### config.mk
export PLATFORM = sky130hd
export DESIGN_NAME = video_regs
export DESIGN_NICKNAME = d
export VERILOG_FILES = /design/src/logic/video_bus_pkg.sv /design/src/logic/video_timing_pkg.sv /design/src/logic/video_regs.sv
export SDC_FILE = /design/constraint.sdc
export NUM_CORES = 1
export LEC_CHECK = 0
export BUFFER_PORTS_ARGS = -buffer_cell sky130_fd_sc_hd__clkbuf_2
export CELL_PAD_IN_SITES_DETAIL_PLACEMENT = 0
export CELL_PAD_IN_SITES_GLOBAL_PLACEMENT = 1
export CORE_ASPECT_RATIO = 0.8
export CORE_MARGIN = 5
export CORE_UTILIZATION = 27
export DETAILED_ROUTE_END_ITERATION = 8
export GPL_TIMING_DRIVEN = 0
export PLACE_DENSITY_LB_ADDON = 0.1
export SLEW_MARGIN = 0
export SYNTH_ARGS = -nofsm -noshare
export SYNTH_HDL_FRONTEND = slang
export SYNTH_SLANG_ARGS = --single-unit
### constraint.sdc
create_clock -name clk_core -period 5.3 [get_ports clk_core]
set_clock_uncertainty 0.1 [all_clocks]
set_input_delay 1.59 -clock clk_core [delete_from_list [all_inputs] [get_ports clk_core]]
set_output_delay 1.59 -clock clk_core [all_outputs]
set_load 0.01 [all_outputs]
### src/logic/video_bus_pkg.sv
package video_bus_pkg;

    localparam int BUS_ADDR_W = 32;
    localparam int BUS_DATA_W = 32;

    // register offsets from the video base
    localparam int unsigned REG_CTL      = 0;
    localparam int unsigned REG_CURSOR_X = 1;
    localparam int unsigned REG_CURSOR_Y = 2;

    // window offsets from the video base
    localparam int unsigned TEXT_OFFSET = 'h1000;  // character buffer
    localparam int unsigned FONT_OFFSET = 'h2000;  // glyph table

    // control byte: enable, cursor, background rgb [5:3], foreground rgb [2:0]
    localparam logic [7:0] CTL_RESET = 8'h87;  // enabled, no cursor, white on black

    localparam int CTL_ENABLE = 7;
    localparam int CTL_CURSOR = 6;

endpackage

### src/logic/video_timing_pkg.sv
package video_timing_pkg;

    // glyphs are one byte wide, bit 7 is the leftmost pixel
    localparam int GLYPH_W = 8;

    // default screen, 80x40 cells of 8x12 pixels
    localparam int DEF_COLS       = 80;
    localparam int DEF_ROWS       = 40;
    localparam int DEF_GLYPH_ROWS = 12;

    // horizontal porches and sync, in pixels
    localparam int DEF_H_FRONT = 16;
    localparam int DEF_H_SYNC  = 96;
    localparam int DEF_H_BACK  = 48;

    // vertical porches and sync, in lines
    localparam int DEF_V_FRONT = 10;
    localparam int DEF_V_SYNC  = 2;
    localparam int DEF_V_BACK  = 33;

    // text read, glyph read, pixel register
    localparam int RENDER_LATENCY = 3;

endpackage

### src/logic/video_regs.sv
module video_regs #(
    parameter logic [video_bus_pkg::BUS_ADDR_W-1:0] VIDEO_BASE = '0,
    parameter int COLS       = video_timing_pkg::DEF_COLS,
    parameter int ROWS       = video_timing_pkg::DEF_ROWS,
    parameter int GLYPH_ROWS = video_timing_pkg::DEF_GLYPH_ROWS
) (
    input  logic                                  clk_core,
    input  logic                                  rst,
    input  logic                                  strobe,
    input  logic                                  rw,
    input  logic [video_bus_pkg::BUS_ADDR_W-1:0]  addr,
    input  logic [video_bus_pkg::BUS_DATA_W-1:0]  data,
    output logic [7:0]                            ctl,
    output logic [7:0]                            cursor_x,
    output logic [7:0]                            cursor_y,
    output logic                                  text_we,
    output logic [$clog2(COLS*ROWS)-1:0]          text_waddr,
    output logic                                  font_we,
    output logic [$clog2(256*GLYPH_ROWS)-1:0]     font_waddr,
    output logic [7:0]                            wdata
);
    import video_bus_pkg::*;

    localparam int TEXT_SIZE = COLS * ROWS;
    localparam int FONT_SIZE = 256 * GLYPH_ROWS;
    localparam int TEXT_AW   = $clog2(TEXT_SIZE);
    localparam int FONT_AW   = $clog2(FONT_SIZE);

    logic                  wr;
    logic [BUS_ADDR_W-1:0] offset;
    logic [BUS_ADDR_W-1:0] text_off;
    logic [BUS_ADDR_W-1:0] font_off;

    assign wr       = strobe & rw;
    assign offset   = addr - VIDEO_BASE;  // below base wraps high, misses every window
    assign text_off = offset - TEXT_OFFSET;
    assign font_off = offset - FONT_OFFSET;

    assign wdata = data[7:0];  // byte-wide registers and memories

    // ram writes land on the same edge that samples the bus
    assign text_we    = wr && (offset >= TEXT_OFFSET) && (text_off < TEXT_SIZE);
    assign text_waddr = text_off[TEXT_AW-1:0];
    assign font_we    = wr && (offset >= FONT_OFFSET) && (font_off < FONT_SIZE);
    assign font_waddr = font_off[FONT_AW-1:0];

    always_ff @(posedge clk_core) begin
        if (rst) begin
            ctl      <= CTL_RESET;
            cursor_x <= '0;
            cursor_y <= '0;
        end else if (wr) begin
            if (offset == REG_CTL)
                ctl <= wdata;
            if (offset == REG_CURSOR_X)
                cursor_x <= wdata;
            if (offset == REG_CURSOR_Y)
                cursor_y <= wdata;
        end
    end

endmodule

======== Word-level counts from Yosys, hierarchy flattened ========
Index checks and enable logic that the tools add are counted.
storage, ports and cells
  bits in latches ......................... 0
  bits in registers ....................... 24
  logic and storage cells ................. 20
  memory bits (writable) .................. 0
  bits in read-only memories .............. 0
  output and inout bits ................... 58
  memories kept ........................... 0
cells by class
  divide/modulo/power cells ............... 0
  shift operators ......................... 0
  reduce and logical (&&, ||, !) cells .... 8
  mux-type cells .......................... 0
  multiply operators ...................... 0
  add/subtract/negate cells ............... 2
  bitwise gates (word level) .............. 1
  eq/ne operators ......................... 2
  magnitude comparators ................... 4
operators with widths
  kind                                                                                    number
  32-bit by 12-bit < comparator with 1-bit output (second input constant)                 2
  32-bit by 1-bit == test with 1-bit output (second input constant)                       1
  32-bit by 2-bit == test with 1-bit output (second input constant)                       1
  32-bit by 13-bit greater-or-equal comparator with 1-bit output (second input constant)  1
  32-bit by 14-bit greater-or-equal comparator with 1-bit output (second input constant)  1
  32-bit zero test                                                                        1
  32-bit by 13-bit subtractor with 32-bit output (second input constant)                  1
  32-bit by 14-bit subtractor with 32-bit output (second input constant)                  1
  2-bit AND reduction                                                                     3
  1-bit logical AND                                                                       4
  1-bit bitwise AND                                                                       1

======== Depth between registers and ports, before layout ========
  word-level depth ........................ 3
  depth in mapped cells ................... 8
  mapped depth without buffers ............ 7

======== Worst setup path before layout ========
Ideal clock, no wire load.
  kind .................................... input to output
  start point ............................. in addr[13] in the netlist's numbering
  end point ............................... out text_we
  arrival time ............................ 3338 ps
  path slack .............................. 272 ps
  buffers on the path ..................... 0
  stages on the path ...................... 7
  cells stage by stage .................... inv_1 -> ha_1 -> nor4b_1 -> and3_1 -> nand2_1 -> xnor2_1 -> nor4_1
between the ends
  longest elaborated chain between the ends .. 3
  elaborated cells on any way between the ends .. 5
ends and longest elaborated chain
  item                                                                                                                                     line                                text
  start, declared                                                                                                                          video_regs.sv:11                    input logic [video_bus_pkg::BUS_ADDR_W-1:0] addr,
  32-bit by 13-bit subtractor with 32-bit output / 32-bit by 13-bit greater-or-equal comparator with 1-bit output (equally long branches)  video_regs.sv:36, video_regs.sv:42
  32-bit by 12-bit < comparator with 1-bit output / 1-bit logical AND (equally long branches)                                              video_regs.sv:42                    assign text_we = wr && (offset >= TEXT_OFFSET) && (text_off < TEXT_SIZE);
  1-bit logical AND (*)                                                                                                                    video_regs.sv:42
  end, declared                                                                                                                            video_regs.sv:16                    output logic text_we,
Mark *: on every way between the ends. The rest lies on a longest branch, timed or not.

======== Final worst setup path ========
  start point ............................. in addr[17] in the netlist's numbering
  end point ............................... out text_we
Same word-level chain as after synthesis.

==> results.yml <==
placement:
  place.gp.congestion: 0.763
  portBuffers: 99
  dp.cells: 377
  dpl_cell_area_um2: 2270
  hpwlAfterDp_um: 4230
  pre_cts_ws_ns: -0.251
yosys:
  netlist_instances: 197
  ys_types: 42
  yosys_most_used_dff: "dfxtp_1"
  ys_seq_area_frac: 0.288
  ys.warnings.count: 0
  ys_ff_latch: 24
  syn_area_um2: 1670
  ys_async_sr_fraction: 0
  syn_avg_cell_area_um2: 8.48
  synth-edff-count: 0
  synth_nets: 267
final_layout:
  drive_gt1_frac: 0.515
  nFillCells: 641
  design_area_um2: 2380
  final_common_cell: "clkbuf_2"
  fin_nets: 373
  ff_latch_area_um2: 480
  multi_input_area_um2: 937
  num_antenna_cells: 0
  areaGrowthSynthToFinish_pct: 42.2
  final_cells: 382
  mostFrequentLayoutCells: "clkbuf_2 (98), nor2_1 (36), buf_4 (34)"
  final_util: 0.398
pwr:
  p_comb_frac: 0.250
  power_uw: 379
  power.density_nw_per_um2: 159
  power_frac_clock: 0.275
  ir_worst_vdd_uv: 87.5
  switchingPower_uw: 102
  p_leak_nw: 1.14
  p_int_uw: 277
  seqPwrFrac: 0.475
  swShare: 0.269
sta:
  period_share: 0.980
  slew_headroom: 0.453
  setup-tns-final_ns: 0
  worst-slew-pin-transition_ns: 0.815
  final_hold_viol_count: 0
  post-route-min-period_ns: 5.19
  finalWorstSetupSlack_ns: 0.107
  fmaxAchievable_mhz: 193
  maxSlewViolCount: 0
  rsz0062_at_grt: "no"
  whs_ns: 0.368
  finalSetupViolCount: 0
worst_hold_path:
  holdCritPathClass: "reg2reg"
clocking:
  path_clk_slew_ns: 0.08
  clock-sinks: 24
  cts-buffers-inserted: 3
  root_buffer: "clkbuf_8"
  cts_tree: "done"
  hold_buffers: 0
  insertion_delay_ns: 0.26
  cts_max_level: 1
  clock_path_buffers: 2
route:
  wire_per_inst_um: 13.2
  wl_met1_um: 2500
  maxUsedRoutingLayer: "met4"
  dr.pass1.iters: 4
  met3_length_um: 442
  viasPerCell: 4.48
  via_count: 1710
  routed_wl_um: 5040
  met2_length_um: 2070
  detail-route-antenna-nets: 0
  drtIter0Drc: 59
  drc: 0
floorplan:
  row_count: 25
  die_h_um: 80.4
  fp.dieW_um: 97.9
  ios: 126
  die_area_um2: 7870
  start_util: 0.280
  core_area_um2: 5970
global_routing:
  grt_pass1_wl_um: 7910
  grt_overflow: 0
  grt_max_degree: 13
  grt_usage: 0.123
  grt_pass1_vias: 1554
  antenna_found_initial: 0
setup_path:
  cp-start-kind: "primary input"
  cpPeakStageDelay_ns: 0.55
  r2r_setup_slack_ns: 4.51
  crit_path_cell_trace: "clkbuf_2 > or4_4 > or2_1 > buf_6 > a22oi_1 > nand4_1 > nor4_2 > buf_2"
  cp.required_ns: 3.61
  cp.arrival_ns: 3.50
  end_kind: "primary output"
  worstSetupPathType: "in2out"
  slowest_stage: "or4_4"
  path_max_fanout: 8
flow_run:
  maxCapViolCount: 0
status:
  outcome: "finished, final reports clean"
-- registers in the layout, summed over array words and instances, names as in the netlist --
name / cells
ctl: 8
cursor_x: 8
cursor_y: 8
-- cells in the mapped netlist, types with 2 or more instances --
| master | count | area [µm²] |
|---|---|---|
| or4_1 | 2 | 15.0 |
| nor4_1 | 7 | 43.8 |
| dfxtp_1 | 24 | 480 |
| nor2_1 | 36 | 135 |
| nand4_1 | 5 | 31.3 |
| nand2b_1 | 3 | 18.8 |
| nand3_1 | 2 | 10.0 |
| a211o_1 | 4 | 35.0 |
| clkbuf_1 | 4 | 15.0 |
| nand2_1 | 7 | 26.3 |
| buf_6 | 2 | 22.5 |
| nor3_1 | 6 | 30.0 |
| xor2_1 | 3 | 26.3 |
| nor4_4 | 2 | 42.5 |
| xnor2_1 | 3 | 26.3 |
| buf_4 | 32 | 240 |
| ha_1 | 2 | 25.0 |
| mux2i_1 | 21 | 210 |
| a211oi_1 | 2 | 15.0 |
| nand4b_1 | 2 | 17.5 |
| inv_1 | 7 | 26.3 |
-- critical path: cells and delay by family --
family / cells / cell delay (ns)
AO/OA/AOI/OAI: 1 / 0.18
buffers and inverters: 3 / 0.48
AND/OR/NAND/NOR: 4 / 1.24
-- worst paths after layout --
check / to / cells past startpoint / from
worst max-delay path: text_we / 8 / addr[17]
worst min-delay path: ctl[1] / 1 / ctl[1]
worst min register to register: ctl[1] / 1 / ctl[1]
worst max register to register: ctl[0] / 1 / ctl[0]
-- per-layer routing --
metal / up-vias / GRT usage
met5: - / 0
met3: 2 / 0.0391
li1: 875 / -
met1: 767 / 0.182
met4: 0 / 0.00830
met2: 66 / 0.181
-- what timing repair did --
| action | in CTS | in global routing |
|---|---|---|
| cloned | 0 | 0 |
| setup buffers | 0 | 2 |
| setup endpoints to repair | 2 | 2 |
| pin swaps | 0 | 5 |
| resized for setup | 4 | 11 |
-- logic make-up after synthesis --
group / share of synthesized area
fa+ha+maj: 0.0150
flops: 0.288
xor+xnor: 0.0315
simple gates: 0.282
compound gates: 0.0757
buf+inv: 0.182
mux: 0.126
-- power groups by stage --
stage	clock [mW]	sequential (mW)	combinational [mW]
floorplan	0	0.184	0.0460
global placement	0	0.184	0.0918
detailed placement	0	0.184	0.0915
CTS	0.109	0.180	0.0927
global route	0.120	0.180	0.104
finish	0.104	0.180	0.0945
-- area by class of cell --
class	count	share of cell area
Multi-Input combinational cell	128	0.394
Buffer	38	0.117
Clock buffer	3	0.0174
Timing Repair Buffer	101	0.215
Inverter	7	0.0111
Sequential cell	24	0.202
Tap cell	81	0.0427
No activity file was read; power rests on OpenSTA's default activity.
