## config.mk

```make
export PLATFORM = sky130hd
export DESIGN_NAME = vga_timing
export DESIGN_NICKNAME = d
export VERILOG_FILES = /design/src/logic/video_timing_pkg.sv /design/src/logic/vga_timing.sv
export SDC_FILE = /design/constraint.sdc
export NUM_CORES = 1
export LEC_CHECK = 0
export BUFFER_PORTS_ARGS = -buffer_cell sky130_fd_sc_hd__buf_2
export CELL_PAD_IN_SITES_DETAIL_PLACEMENT = 1
export CELL_PAD_IN_SITES_GLOBAL_PLACEMENT = 2
export CORE_ASPECT_RATIO = 0.6
export CORE_MARGIN = 4
export CORE_UTILIZATION = 37
export CTS_CLUSTER_DIAMETER = 80
export DETAILED_ROUTE_END_ITERATION = 6
export PLACE_DENSITY_LB_ADDON = 0.1
export SYNTH_ARGS = -nofsm -noshare
export SYNTH_HDL_FRONTEND = slang
export SYNTH_SLANG_ARGS = --single-unit
```

## constraint.sdc

```tcl
create_clock -name clk_vga -period 4.6 [get_ports clk_vga]
set_clock_uncertainty 0.15 [all_clocks]
set_input_delay 0.92 -clock clk_vga [delete_from_list [all_inputs] [get_ports clk_vga]]
set_output_delay 0.92 -clock clk_vga [all_outputs]
set_load 0.01 [all_outputs]
```

## src/logic/video_timing_pkg.sv

```systemverilog
package video_timing_pkg;

    // glyphs are one byte wide, bit 7 is the leftmost pixel
    localparam int GLYPH_W = 8;

    // default screen, 80x40 cells of 8x12 pixels
    localparam int DEF_COLS       = 80;
    localparam int DEF_ROWS       = 40;
    localparam int DEF_GLYPH_ROWS = 12;

    // horizontal porches and sync, in pixels
    localparam int DEF_H_FRONT = 16;
    localparam int DEF_H_SYNC  = 96;
    localparam int DEF_H_BACK  = 48;

    // vertical porches and sync, in lines
    localparam int DEF_V_FRONT = 10;
    localparam int DEF_V_SYNC  = 2;
    localparam int DEF_V_BACK  = 33;

    // text read, glyph read, pixel register
    localparam int RENDER_LATENCY = 3;

endpackage

```

## src/logic/vga_timing.sv

```systemverilog
module vga_timing #(
    parameter int COLS       = video_timing_pkg::DEF_COLS,
    parameter int ROWS       = video_timing_pkg::DEF_ROWS,
    parameter int GLYPH_ROWS = video_timing_pkg::DEF_GLYPH_ROWS,
    parameter int H_FRONT    = video_timing_pkg::DEF_H_FRONT,
    parameter int H_SYNC     = video_timing_pkg::DEF_H_SYNC,
    parameter int H_BACK     = video_timing_pkg::DEF_H_BACK,
    parameter int V_FRONT    = video_timing_pkg::DEF_V_FRONT,
    parameter int V_SYNC     = video_timing_pkg::DEF_V_SYNC,
    parameter int V_BACK     = video_timing_pkg::DEF_V_BACK
) (
    input  logic                          clk_vga,
    input  logic                          rst,
    output logic [$clog2(COLS)-1:0]       col,
    output logic [$clog2(ROWS)-1:0]       row,
    output logic [$clog2(GLYPH_ROWS)-1:0] glyph_line,
    output logic [2:0]                    pixel_x,
    output logic                          active,
    output logic                          hsync_raw,
    output logic                          vsync_raw,
    output logic                          frame_start
);
    import video_timing_pkg::*;

    localparam int H_ACTIVE = COLS * GLYPH_W;
    localparam int H_TOTAL  = H_ACTIVE + H_FRONT + H_SYNC + H_BACK;
    localparam int V_ACTIVE = ROWS * GLYPH_ROWS;
    localparam int V_TOTAL  = V_ACTIVE + V_FRONT + V_SYNC + V_BACK;
    localparam int HW       = $clog2(H_TOTAL);
    localparam int VW       = $clog2(V_TOTAL);
    localparam int GW       = $clog2(GLYPH_ROWS);

    logic [HW-1:0] h_cnt;
    logic [VW-1:0] v_cnt;
    logic          line_end;

    assign line_end = (h_cnt == HW'(H_TOTAL - 1));

    // cell sub-counters hold on the last active pixel through blanking
    always_ff @(posedge clk_vga) begin
        if (rst || line_end) begin
            h_cnt   <= '0;
            pixel_x <= '0;
            col     <= '0;
        end else begin
            h_cnt <= h_cnt + 1'b1;
            if (h_cnt < HW'(H_ACTIVE - 1)) begin
                pixel_x <= pixel_x + 1'b1;  // wraps at glyph edge
                if (pixel_x == 3'(GLYPH_W - 1))
                    col <= col + 1'b1;
            end
        end
    end

    always_ff @(posedge clk_vga) begin
        if (rst || (line_end && v_cnt == VW'(V_TOTAL - 1))) begin
            v_cnt      <= '0;
            glyph_line <= '0;
            row        <= '0;
        end else if (line_end) begin
            v_cnt <= v_cnt + 1'b1;
            if (v_cnt < VW'(V_ACTIVE - 1)) begin
                if (glyph_line == GW'(GLYPH_ROWS - 1)) begin
                    glyph_line <= '0;
                    row        <= row + 1'b1;
                end else begin
                    glyph_line <= glyph_line + 1'b1;
                end
            end
        end
    end

    // active, front porch, sync, back porch
    assign active      = (h_cnt < H_ACTIVE) && (v_cnt < V_ACTIVE);
    assign hsync_raw   = !((h_cnt >= H_ACTIVE + H_FRONT) && (h_cnt < H_ACTIVE + H_FRONT + H_SYNC));
    assign vsync_raw   = !((v_cnt >= V_ACTIVE + V_FRONT) && (v_cnt < V_ACTIVE + V_FRONT + V_SYNC));
    assign frame_start = (h_cnt == '0) && (v_cnt == '0);

endmodule

```

=== Word level (Yosys, flattened, before mapping) ===
Index checks and enable logic that the tools add are counted.

* Output and inout port bits: 24
* Input bits: 2
* Logic and storage cells: 39
* Flip-flop bits (word level): 40

* Eq/ne operators: 4
* Magnitude comparators: 8
* Reductions and logical operators: 14
* Multiplexer cells: 1
* $add $sub $neg: 6

{| class="wikitable"
|+ Operators by type and width
! operator !! number
|-
| < comparator 10 bit, second input constant || 3
|-
| < comparator 10 x 9 -> 1 bit, second input constant || 3
|-
| adder 10 x 1 -> 10 bit, second input constant || 2
|-
| equality test 10 bit, second input constant || 2
|-
| logical NOT 10 bit || 2
|-
| >= comparator 10 bit, second input constant || 1
|-
| >= comparator 10 x 9 -> 1 bit, second input constant || 1
|-
| adder 7 x 1 -> 7 bit, second input constant || 1
|-
| adder 6 x 1 -> 6 bit, second input constant || 1
|-
| logical AND 1 bit || 5
|-
| adder 4 x 1 -> 4 bit, second input constant || 1
|-
| equality test 4 bit, second input constant || 1
|-
| two-way mux 4 bit || 1
|-
| AND reduction 2 bit || 2
|-
| adder 3 x 1 -> 3 bit, second input constant || 1
|-
| equality test 3 bit, second input constant || 1
|-
| AND reduction 3 bit || 1
|-
| logical NOT 1 bit || 2
|-
| logical OR 1 bit || 2
|}

=== Depth between registers and ports, before layout ===
* Word-level depth: 3
* Gate-level depth with buffers: 7
* Gate-level depth less buffers: 6

=== Least setup slack after synthesis ===
No wires, ideal clock.

* Path type: reg2out
* From: reg v_cnt[5]
* To: out frame_start
* Slack: 2399 ps
* Path buffers: 1
* Required time: 3530 ps
* Arrival time: 1131 ps
* Cell stages (with the launch flop): 5
* Cell sequence: dfxtp_1 > buf_2 > nor4_1 > nand2_1 > nor3_1

* Longest elaborated chain between the ends: 2

{| class="wikitable"
|+ RTL lines
! item !! RTL line !! text
|-
| start, declared || vga_timing.sv:34 || <nowiki>logic [VW-1:0] v_cnt;</nowiki>
|-
| start signal, assigned || vga_timing.sv:61 || <nowiki>v_cnt <= v_cnt + 1'b1;</nowiki>
|-
| logical NOT 10 bit || vga_timing.sv:77 || <nowiki>assign frame_start = (h_cnt == '0) && (v_cnt == '0);</nowiki>
|-
| logical AND 1 bit || vga_timing.sv:77 ||
|-
| end, declared || vga_timing.sv:21 || <nowiki>output logic frame_start</nowiki>
|}

No other way between the ends.

=== Worst setup path in the final report ===
* From: reg h_cnt[0]
* To: reg v_cnt[0]

* Longest elaborated chain between the ends: 3

{| class="wikitable"
|+ RTL lines
! item !! RTL line !! text
|-
| start, declared || vga_timing.sv:33 || <nowiki>logic [HW-1:0] h_cnt;</nowiki>
|-
| start signal, assigned || vga_timing.sv:46 || <nowiki>h_cnt <= h_cnt + 1'b1;</nowiki>
|-
| equality test 10 bit * || vga_timing.sv:37 || <nowiki>assign line_end = (h_cnt == HW'(H_TOTAL - 1));</nowiki>
|-
| logical AND 1 bit || vga_timing.sv:56 || <nowiki>if (rst || (line_end && v_cnt == VW'(V_TOTAL - 1))) begin</nowiki>
|-
| logical OR 1 bit || vga_timing.sv:56 ||
|}

Every way passes the cells marked *; elsewhere a longest branch is shown, timed or not.
A chain may end at the register's enable or synchronous reset.

==> out/results.ini <==
[synth]
synthSimpleGateAreaFrac = 0.294
synth.area.top_cells = dfxtp_1 (38%), ha_1 (5.3%), o21ai_0 (4.5%)
ys.flop_type = dfxtp_1
synth-xor-area-share = 0.0540
synth_top_area_frac = 0.380
syn_inst = 248
synth_top_family_by_area = simple AND/OR/NAND/NOR gates
syn_avg_cell_area_um2 = 8.51
synth-seq-area-share = 0.380
synth_edf_count = 0
synthMuxAreaShare = 0.0285
synthDistinctLibCells = 42
synth-async-reset-ratio = 0
postSynthRegisterBits = 40
synthAdderAreaFrac = 0.0534
syn-num-nets = 259
ys_warn_count = 0
syn_area_um2 = 2110
synth-compound-area-share = 0.150
yosys.area.top_type = dfxtp_1

[hold_path]
min_to = pixel_x[2]
worstHoldStart = pixel_x[2]
min_path_type = reg2reg
hold_path_depth = 2

[route]
drt_iter0_drc = 110
routed_wl_um = 5340
antenna_left = 0
wire_per_inst_um = 15.3
dr.pass1.iters = 4
drc = 0
via_per_inst = 5.45
dr_total_vias = 1898

[global_route]
grt_max_degree = 24
grt_remaining_overflow = 0
grt_pass1_wl_um = 9210
antenna_found_initial = 0
grt_usage = 0.164
grt_pass1_vias = 1818

[sta]
rsz0062_at_grt = false
slew_headroom = 0.453
min_period_over_period = 0.626
tightest_slew_ns = 0.819
hold_viol = 0
finalCriticalPeriod_ns = 2.88
max_freq_mhz = 348
setup_tns_ns = 0
layout_setup_ws_ns = 1.72
finalSetupViolations = 0
finalMaxSlewViolations = 0

[critical_path]
worstSetupStartpointType = flip-flop
worstSetupPathType = reg2reg
critPathMaxFanout = 23
r2r_end = v_cnt[0]
crit_arrival_ns = 2.88
r2r-start = h_cnt[0]
cp.required_ns = 4.60
r2r_slack_ns = 1.72
ff2ff_path_depth = 5
cp-end-kind = flip-flop

[floorplan]
die_h_um = 66.5
initial_core_util = 0.400
io_pins = 26
die-area_um2 = 7010
row_count = 20
core_um2 = 5280
die_x_um = 105

[clocking]
path_clk_slew_ns = 0.08
post-cts-setup-buffer-count = 0
numCtsBuffers = 5
cts.sinks = 40
cts_max_path_buffers = 2
clk_latency_ns = 0.29
htreeDepth = 2
cts_tree = built
cts_hold_buf = 0
cts_resized = 0
cts_root_buf = clkbuf_8

[placement]
place.gp.congestion = 0.757
dpl.hpwl_um = 3970
port_buffers = 25
dpl_worst_slack_ns = 1.66

[layout]
nFillCells = 631
regArea_um2 = 801
syn2layout_area_growth_pct = 13.8
drive_above_1_share = 0.148
diodes = 0
fin_nets = 281
multiInputGateArea_um2 = 1220
utilization = 0.455

[outcome]
status = complete, no violations

[job]
drv_cap = 0

[power_and_ir_drop]
p_leak_nw = 0.885
p_per_area_nw_per_um2 = 288
ir_drop_v = 0.000134

-- registers in the layout (all words and copies together), names as in the netlist --
signal      cells
h_cnt          10
v_cnt          10
col             7
row             6
glyph_line      4
pixel_x         3
-- logic make-up after synthesis --
group | Yosys count
fa+ha+maj | 9
xor+xnor | 13
simple gates | 108
buf+inv | 19
compound gates | 53
mux | 6
flops | 40
-- routing by layer --
layer	vias up	share of wire	track usage
met5	-	0	0
met1	912	0.59	0.254
li1	960	-	-
met4	0	0.0071	0.0393
met2	21	0.37	0.221
met3	5	0.034	0.0407
-- cells in the final DEF, fill, tap and decap left out, types with 2 or more instances in the layout --
master,count
nor4_1,5
a21oi_1,17
dfxtp_1,40
nand2_1,9
and4_1,3
or4_1,6
or3_1,8
mux2i_1,6
o2111ai_1,2
nand4_1,12
nand3_1,17
nand3b_1,2
xor2_1,6
nor2_1,25
o21ai_0,19
ha_1,9
buf_2,25
o211ai_1,5
clkbuf_8,6
and3b_1,3
nor3_1,7
xnor2_1,7
inv_1,9
o31ai_1,5
or4_4,2
-- stage by stage --
stage,hold WS [ns],total power [mW],cells,cell area [um2]
6_report,0.337,0.690,348,2400
2_1_floorplan,0.287,0.381,248,2110
3_5_place_dp,0.323,0.390,340,2280
3_3_place_gp,0.309,0.390,340,2280
5_1_grt,0.373,0.723,348,2400
4_1_cts,0.340,0.700,348,2400
-- cell usage after synthesis, types with 2 or more instances --
cell type   n
o31ai_1     5
dfxtp_1    40
nand4_1    12
or3_1       8
buf_2       5
ha_1        9
nor3_1      7
nor4_1      5
and3b_1     3
xnor2_1     7
a21oi_1    17
nand3b_1    2
nand2_1     9
xor2_1      6
o211ai_1    5
or4_4       2
or4_1       6
nand3_1    17
mux2i_1     6
inv_1       9
o2111ai_1   2
buf_4       2
and4_1      3
nor2_1     25
o21ai_0    19
-- worst max-delay path, stage by stage, from the launching register on --
cell and delay, ns:
dfxtp_1 0.40, ha_1 0.32, and4_1 0.30, nand3_1 0.60, o21ai_2 0.84, nor2_1 0.11
-- report_power, final --
group / switching (mW) / leakage (nW) / total, mW / internal, mW
combinational: 0.0170 / 0.501 / 0.0267 / 0.00967
sequential: 0.00523 / 0.323 / 0.356 / 0.350
clock: 0.130 / 0.0614 / 0.308 / 0.178
total: 0.152 / 0.885 / 0.690 / 0.538
-- worst max-delay path by stage --
stage | slack, ns | to | start
after floorplan | 2.40 | frame_start | v_cnt[5]
after global placement | 1.79 | v_cnt[2] | h_cnt[0]
after detailed placement | 1.66 | v_cnt[0] | h_cnt[0]
after CTS | 1.64 | v_cnt[0] | h_cnt[0]
after global routing | 1.33 | v_cnt[0] | h_cnt[0]
final | 1.72 | v_cnt[0] | h_cnt[0]
-- cell type report --
type	count	share of cell area
multi-input combinational	189	0.509
sequential	40	0.334
timing repair buffer	25	0.0521
tap	77	0.0401
clock buffer	6	0.0344
clock inverter	2	0.0162
inverter	9	0.0141
Note: power is estimated with default switching activity, not from simulation.
