$ cat config.mk
export PLATFORM = sky130hd
export DESIGN_NAME = text_renderer
export DESIGN_NICKNAME = d
export VERILOG_FILES = /design/src/logic/video_bus_pkg.sv /design/src/logic/video_timing_pkg.sv /design/src/logic/text_renderer.sv
export SDC_FILE = /design/constraint.sdc
export NUM_CORES = 1
export LEC_CHECK = 0
export ABC_AREA = 1
export BUFFER_PORTS_ARGS = -buffer_cell sky130_fd_sc_hd__buf_2
export CAP_MARGIN = 20
export CELL_PAD_IN_SITES_DETAIL_PLACEMENT = 0
export CELL_PAD_IN_SITES_GLOBAL_PLACEMENT = 1
export CORE_MARGIN = 3
export CORE_UTILIZATION = 39
export DETAILED_ROUTE_END_ITERATION = 6
export GPL_ROUTABILITY_DRIVEN = 0
export PLACE_DENSITY_LB_ADDON = 0.05
export SKIP_CTS_REPAIR_TIMING = 1
export SYNTH_ARGS = -nofsm -noshare
export SYNTH_HDL_FRONTEND = slang
export SYNTH_SLANG_ARGS = --single-unit
export TNS_END_PERCENT = 50
$ cat constraint.sdc
create_clock -name clk_vga -period 2.8 [get_ports clk_vga]
set_input_delay 0.56 -clock clk_vga [delete_from_list [all_inputs] [get_ports clk_vga]]
set_output_delay 0.56 -clock clk_vga [all_outputs]
set_load 0.01 [all_outputs]
$ cat src/logic/video_bus_pkg.sv
package video_bus_pkg;

    localparam int BUS_ADDR_W = 32;
    localparam int BUS_DATA_W = 32;

    // register offsets from the video base
    localparam int unsigned REG_CTL      = 0;
    localparam int unsigned REG_CURSOR_X = 1;
    localparam int unsigned REG_CURSOR_Y = 2;

    // window offsets from the video base
    localparam int unsigned TEXT_OFFSET = 'h1000;  // character buffer
    localparam int unsigned FONT_OFFSET = 'h2000;  // glyph table

    // control byte: enable, cursor, background rgb [5:3], foreground rgb [2:0]
    localparam logic [7:0] CTL_RESET = 8'h87;  // enabled, no cursor, white on black

    localparam int CTL_ENABLE = 7;
    localparam int CTL_CURSOR = 6;

endpackage

$ cat src/logic/video_timing_pkg.sv
package video_timing_pkg;

    // glyphs are one byte wide, bit 7 is the leftmost pixel
    localparam int GLYPH_W = 8;

    // default screen, 80x40 cells of 8x12 pixels
    localparam int DEF_COLS       = 80;
    localparam int DEF_ROWS       = 40;
    localparam int DEF_GLYPH_ROWS = 12;

    // horizontal porches and sync, in pixels
    localparam int DEF_H_FRONT = 16;
    localparam int DEF_H_SYNC  = 96;
    localparam int DEF_H_BACK  = 48;

    // vertical porches and sync, in lines
    localparam int DEF_V_FRONT = 10;
    localparam int DEF_V_SYNC  = 2;
    localparam int DEF_V_BACK  = 33;

    // text read, glyph read, pixel register
    localparam int RENDER_LATENCY = 3;

endpackage

$ cat src/logic/text_renderer.sv
module text_renderer #(
    parameter int COLS       = video_timing_pkg::DEF_COLS,
    parameter int ROWS       = video_timing_pkg::DEF_ROWS,
    parameter int GLYPH_ROWS = video_timing_pkg::DEF_GLYPH_ROWS
) (
    input  logic                              clk_vga,
    input  logic                              rst,
    input  logic [$clog2(COLS)-1:0]           col,
    input  logic [$clog2(ROWS)-1:0]           row,
    input  logic [$clog2(GLYPH_ROWS)-1:0]     glyph_line,
    input  logic [2:0]                        pixel_x,
    input  logic                              active,
    input  logic                              hsync_raw,
    input  logic                              vsync_raw,
    input  logic                              frame_start,
    input  logic [7:0]                        ctl,
    input  logic [7:0]                        cursor_x,
    input  logic [7:0]                        cursor_y,
    input  logic [7:0]                        text_rdata,
    input  logic [7:0]                        font_rdata,
    output logic [$clog2(COLS*ROWS)-1:0]      text_raddr,
    output logic [$clog2(256*GLYPH_ROWS)-1:0] font_raddr,
    output logic [2:0]                        rgb,
    output logic                              hsync,
    output logic                              vsync
);
    import video_bus_pkg::*;
    import video_timing_pkg::*;

    localparam int TEXT_AW = $clog2(COLS * ROWS);
    localparam int FONT_AW = $clog2(256 * GLYPH_ROWS);

    logic [7:0] ctl_meta, ctl_sync, ctl_frame;
    logic [7:0] cx_meta, cx_sync, cx_frame;
    logic [7:0] cy_meta, cy_sync, cy_frame;
    logic [7:0] cur_x;
    logic [7:0] cur_y;

    logic [$clog2(GLYPH_ROWS)-1:0] line_s1;
    logic [2:0]                    px_s1, px_s2;
    logic                          cur_s1, cur_s2;
    logic                          act_s1, act_s2;
    logic [RENDER_LATENCY-1:0]     hs_dly, vs_dly;

    logic       pixel_on;
    logic       invert;
    logic [2:0] fg;
    logic [2:0] bg;

    // two flops from the core domain, then held for a whole frame
    always_ff @(posedge clk_vga) begin
        if (rst) begin
            ctl_meta  <= CTL_RESET;
            ctl_sync  <= CTL_RESET;
            ctl_frame <= CTL_RESET;
            cx_meta   <= '0;
            cx_sync   <= '0;
            cx_frame  <= '0;
            cy_meta   <= '0;
            cy_sync   <= '0;
            cy_frame  <= '0;
        end else begin
            ctl_meta <= ctl;
            ctl_sync <= ctl_meta;
            cx_meta  <= cursor_x;
            cx_sync  <= cx_meta;
            cy_meta  <= cursor_y;
            cy_sync  <= cy_meta;
            if (frame_start) begin
                ctl_frame <= ctl_sync;
                cx_frame  <= cx_sync;
                cy_frame  <= cy_sync;
            end
        end
    end

    // first pixel of a frame already sees the values being adopted
    assign cur_x = frame_start ? cx_sync : cx_frame;
    assign cur_y = frame_start ? cy_sync : cy_frame;

    // stage 1, character lookup
    assign text_raddr = TEXT_AW'(row * COLS + col);

    always_ff @(posedge clk_vga) begin
        line_s1 <= glyph_line;
        px_s1   <= pixel_x;
        cur_s1  <= (8'(col) == cur_x) && (8'(row) == cur_y);
    end

    // stage 2, glyph row lookup
    assign font_raddr = FONT_AW'(text_rdata * GLYPH_ROWS + line_s1);

    always_ff @(posedge clk_vga) begin
        px_s2  <= px_s1;
        cur_s2 <= cur_s1;
    end

    // stage 3, pixel select and color
    assign pixel_on = font_rdata[GLYPH_W - 1 - px_s2];
    assign invert   = cur_s2 & ctl_frame[CTL_CURSOR];
    assign fg       = ctl_frame[2:0];
    assign bg       = ctl_frame[5:3];

    always_ff @(posedge clk_vga) begin
        if (rst) begin
            act_s1 <= 1'b0;
            act_s2 <= 1'b0;
            rgb    <= '0;
            hs_dly <= '1;  // syncs idle high
            vs_dly <= '1;
        end else begin
            act_s1 <= active;
            act_s2 <= act_s1;
            if (act_s2 && ctl_frame[CTL_ENABLE])
                rgb <= (pixel_on ^ invert) ? fg : bg;
            else
                rgb <= '0;
            hs_dly <= {hs_dly[RENDER_LATENCY-2:0], hsync_raw};
            vs_dly <= {vs_dly[RENDER_LATENCY-2:0], vsync_raw};
        end
    end

    assign hsync = hs_dly[RENDER_LATENCY-1];
    assign vsync = vs_dly[RENDER_LATENCY-1];

endmodule

=== Word level (Yosys, flattened, before mapping) ===
Index checks and enable logic that the tools add are counted.

* Output and inout port bits: 29
* Register bits: 95
* Word-level logic and storage cells: 38

* Order comparisons: 1
* $add $sub $neg: 3
* Reduce and logical (&&, ||, !) cells: 3
* Multiplexer cells: 5
* Eq/ne operators: 2
* $mul: 2
* Bitwise gates (word level): 3

{| class="wikitable"
|+ Operators by type and width
! kind !! count
|-
| $lt A32 B4 Y1 const B || 1
|-
| $mux W8 || 2
|-
| $add A12 B4 Y12 || 1
|-
| $add A12 B7 Y12 || 1
|-
| $mul A8 B2 Y10 const B || 1
|-
| $eq A6 B8 Y1 || 1
|-
| $eq A7 B8 Y1 || 1
|-
| $mul A6 B3 Y8 const B || 1
|-
| $sub A3 B3 Y4 const A || 1
|-
| $bmux W1 S3 || 1
|-
| $mux W3 || 1
|-
| $logic_and A1 B1 Y1 || 2
|-
| $reduce_or A2 Y1 || 1
|-
| $and A1 B1 Y1 || 1
|-
| $mux W1 || 1
|-
| $not A1 Y1 || 1
|-
| $xor A1 B1 Y1 || 1
|}

=== Depth between registers and ports, before layout ===
* Word-level depth: 5
* Gate-level depth with buffers: 13
* Mapped depth without buffers: 13

=== Worst setup path after synthesis ===
OpenSTA, ideal clock, no wires.

* Path kind: input -> output
* Start: input row[1]
* End: output text_raddr[11]
* Stages on the path: 7
* Data required time: 2.240 ns
* Data arrival time: 2.162 ns
* Setup slack: 0.078 ns
* Buffers on the path: 0
* Cells stage by stage: ha_1 -> ha_1 -> fa_1 -> inv_1 -> nor3_1 -> nand2_1 -> xor2_1

* Word-level cells in the longest chain between the ends: 2

{| class="wikitable"
|+ RTL lines
! element !! RTL line !! text
|-
| start: declaration || text_renderer.sv:9 || <nowiki>input logic [$clog2(ROWS)-1:0] row,</nowiki>
|-
| $mul A6 B3 Y8 || text_renderer.sv:82 || <nowiki>assign text_raddr = TEXT_AW'(row * COLS + col);</nowiki>
|-
| $add A12 B7 Y12 || text_renderer.sv:82 ||
|-
| end: declaration || text_renderer.sv:21 || <nowiki>output logic [$clog2(COLS*ROWS)-1:0] text_raddr,</nowiki>
|}

Every way passes these cells.

=== Final worst setup path ===
* Start: input row[3]
* End: output text_raddr[11]

Same word-level chain as after synthesis.

==> out/qor.txt <==
PD cells: 569 nW/um^2
Fin crit share: 98.2%
Reg2Reg Capture Point: rgb[1]
Util after Layout: 51.4%
Antenna violations before repair: 0
Vias in the first global route: 2865
Routed wire length: 7810 um
Top_reg_cell synth: dfxtp_1
CTS clk-pin slew, worst paths: 100 ps
Compound-Gate Fraction of Synth Area: 4.65%
Final Max Slew Viols: 0
Synth Cell Area: 4010 um^2
Max Fclk: 364 MHz
Post-synth ARST share: 0%
Number of diodes: 0
Peak fanout along the critical path: 2
Ys Warns: 0
Commonest non-fill, non-tap cell in the layout: dfxtp_1
I/O pin cnt: 95
Setup slack, reg-to-reg: 1390 ps
Hold Crit Start: glyph_line[3]
Leak: 0.00254 uW
Starting density of the core: 40.5%
Area of the die: 11500 um^2
Total CTS buffers: 9
Worst path required time: 2240 ps
Max VDD drop: 0.283 mV
Syn nets: 591
Met2 usage: 21.6%
Most frequent cells in the layout: dfxtp_1 (95), buf_2 (90), nand2_1 (83)
Sequential area share after synthesis: 47.4%
WHS Endpoint: line_s1[3]
Synth Area per Inst: 8.03 um^2
Clk sinks: 95
Largest family of logic cells by synthesized area: simple AND/OR/NAND/NOR gates
CTS Root Cell: clkbuf_8
R2r worst-path depth: 8
Avg Vias per Cell: 4.27
Min-Delay Path Class: in2reg
Gr usage total: 13.9%
CTS Buffer Depth: 2
Post-detail-place hpwl: 5750 um
Crit Path Class: in2out
Largest net degree at the start of global routing: 43
Area growth syn-to-layout: 27.0%
Syn Inst Count: 500
Layout fillers: 966
CTS H-tree depth: 3
Max-cap violations: 0
Clock skew: 10.3 ps
Number of synthesized register bits: 95
Via count: 3177
Fraction of layout cells with a size suffix above 1: 29.6%
Crit end category: output pin
Number of synthesized flops with an enable pin: 0
Critical R2R Launch: px_s2[0]
Min Hold Slack: 299 ps
Tmin final: 2750 ps
Nets: 697
GRT busiest layer: met2
ANT nets after route: 0
Total grt overflow: 0
Endpoints failing setup: 0
Critical Path Source Type: input port
Adder-cell area share of the yosys netlist: 8.54%
CTS tree: yes
Slew HR: 57.9%
Met1 Track Usage GR: 18.4%
Post-Synth Simple-Gate Area: 24.7%
Synth Area in XOR/XNOR: 5.02%
Fin cells: 744
DR iter-0 viols: 175
Core area: 9910 um^2
Die height: 107 um
Cells after DPL: 725
Die width: 107 um
Worst-Margin Slew: 631 ps
GR Util met3: 4.92%
First-pass GRT wire length: 12800 um
# rows: 36
Crit path DAT: 2190 ps
Wire length per cell: 10.5 um
Clk_lat worst skew: 360 ps
Multiplexer share of the synthesized area: 0%
DRC errors left: 0
Worst Hold Depth: 1
Hold Vio Cnt, Final: 0
Pre-antenna DRT Iters: 4
Post-synthesis cell type count: 26
I/O Buffers: 94
Status: finished, final reports clean
RSZ-0062 raised after global routing: yes
==> worst max-delay path: stages <==
cell     delay [ps]
buf_8           100
ha_4            230
ha_4            160
fa_2            550
inv_2            50
nor3_2          180
nand2_1          80
xor2_1          140
buf_2           140
==> cells in the mapped netlist (3+ instances only) <==
cell | n | area share (%)
nand3_1 | 28 | 3.5
nor2_1 | 82 | 7.7
fa_1 | 4 | 2.0
a21oi_1 | 7 | 0.87
o21ai_1 | 13 | 1.6
inv_1 | 74 | 6.9
buf_4 | 6 | 1.1
o21ai_0 | 6 | 0.75
o21ai_2 | 3 | 0.65
dfxtp_1 | 95 | 47
nand2_1 | 86 | 8.0
clkbuf_1 | 8 | 0.75
xor2_1 | 17 | 3.7
ha_1 | 21 | 6.5
or2_1 | 10 | 1.6
or2_2 | 19 | 3.0
xnor2_1 | 6 | 1.3
==> report_power, final <==
| group | total (uW) | switching (uW) | internal (uW) |
|---|---|---|---|
| clock network | 875 | 523 | 352 |
| logic | 589 | 311 | 278 |
| registers | 1430 | 18.0 | 1410 |
| total | 2900 | 852 | 2040 |
==> routing by layer <==
layer	share of wire (%)	up-vias
met5	0	-
met4	0.82	0
met3	6.6	4
met2	45	80
met1	48	1374
li1	-	1719
==> area by class of cell <==
type / instances / area, um^2 / area share (%)
Sequential cell: 95 / 1900 / 37.3
Inverter: 75 / 282 / 5.53
Tap cell: 133 / 166 / 3.27
Clock buffer: 9 / 124 / 2.43
Timing Repair Buffer: 113 / 649 / 12.7
Multi-Input combinational cell: 312 / 1900 / 37.2
Clock inverter: 7 / 75.1 / 1.47
==> state kept, by name, indices dropped and copies added, names as in the netlist, 8 cells and up <==
register,count
ctl_frame,8
ctl_meta,8
ctl_sync,8
cx_frame,8
cx_meta,8
cx_sync,8
cy_frame,8
cy_meta,8
cy_sync,8
==> cell families (layout without fill, tap and decap cells) <==
family                   count (synthesis)  count (layout)
AND/OR/NAND/NOR                        231             231
adder cells (fa/ha/maj)                 25              25
flip-flops                              95              95
AO/OA/AOI/OAI                           33              33
buffers and inverters                   93             204
XOR/XNOR                                23              23
==> how the worst max path moves through the flow <==
stage / start / to / slack [ps] / cells past startpoint
final: row[3] / text_raddr[11] / 50 / 9
after CTS: row[1] / text_raddr[11] / -130 / 9
after detailed placement: row[1] / text_raddr[11] / -130 / 9
after global placement: row[1] / text_raddr[11] / -100 / 9
after global routing: text_rdata[1] / font_raddr[11] / -30 / 14
after floorplan: row[1] / text_raddr[11] / 80 / 7
==> stage by stage <==
step	area (um^2)	TNS [ps]	power [uW]	setup slack, ps
3_3_place_gp	4660	-122	1980	-95.4
3_5_place_dp	4660	-240	1990	-128
5_1_grt	5090	-86.4	3080	-33.0
2_1_floorplan	4010	0	1800	77.8
6_report	5090	0	2900	51.4
4_1_cts	4860	-251	2870	-131
(Power assumes the default switching activity.)
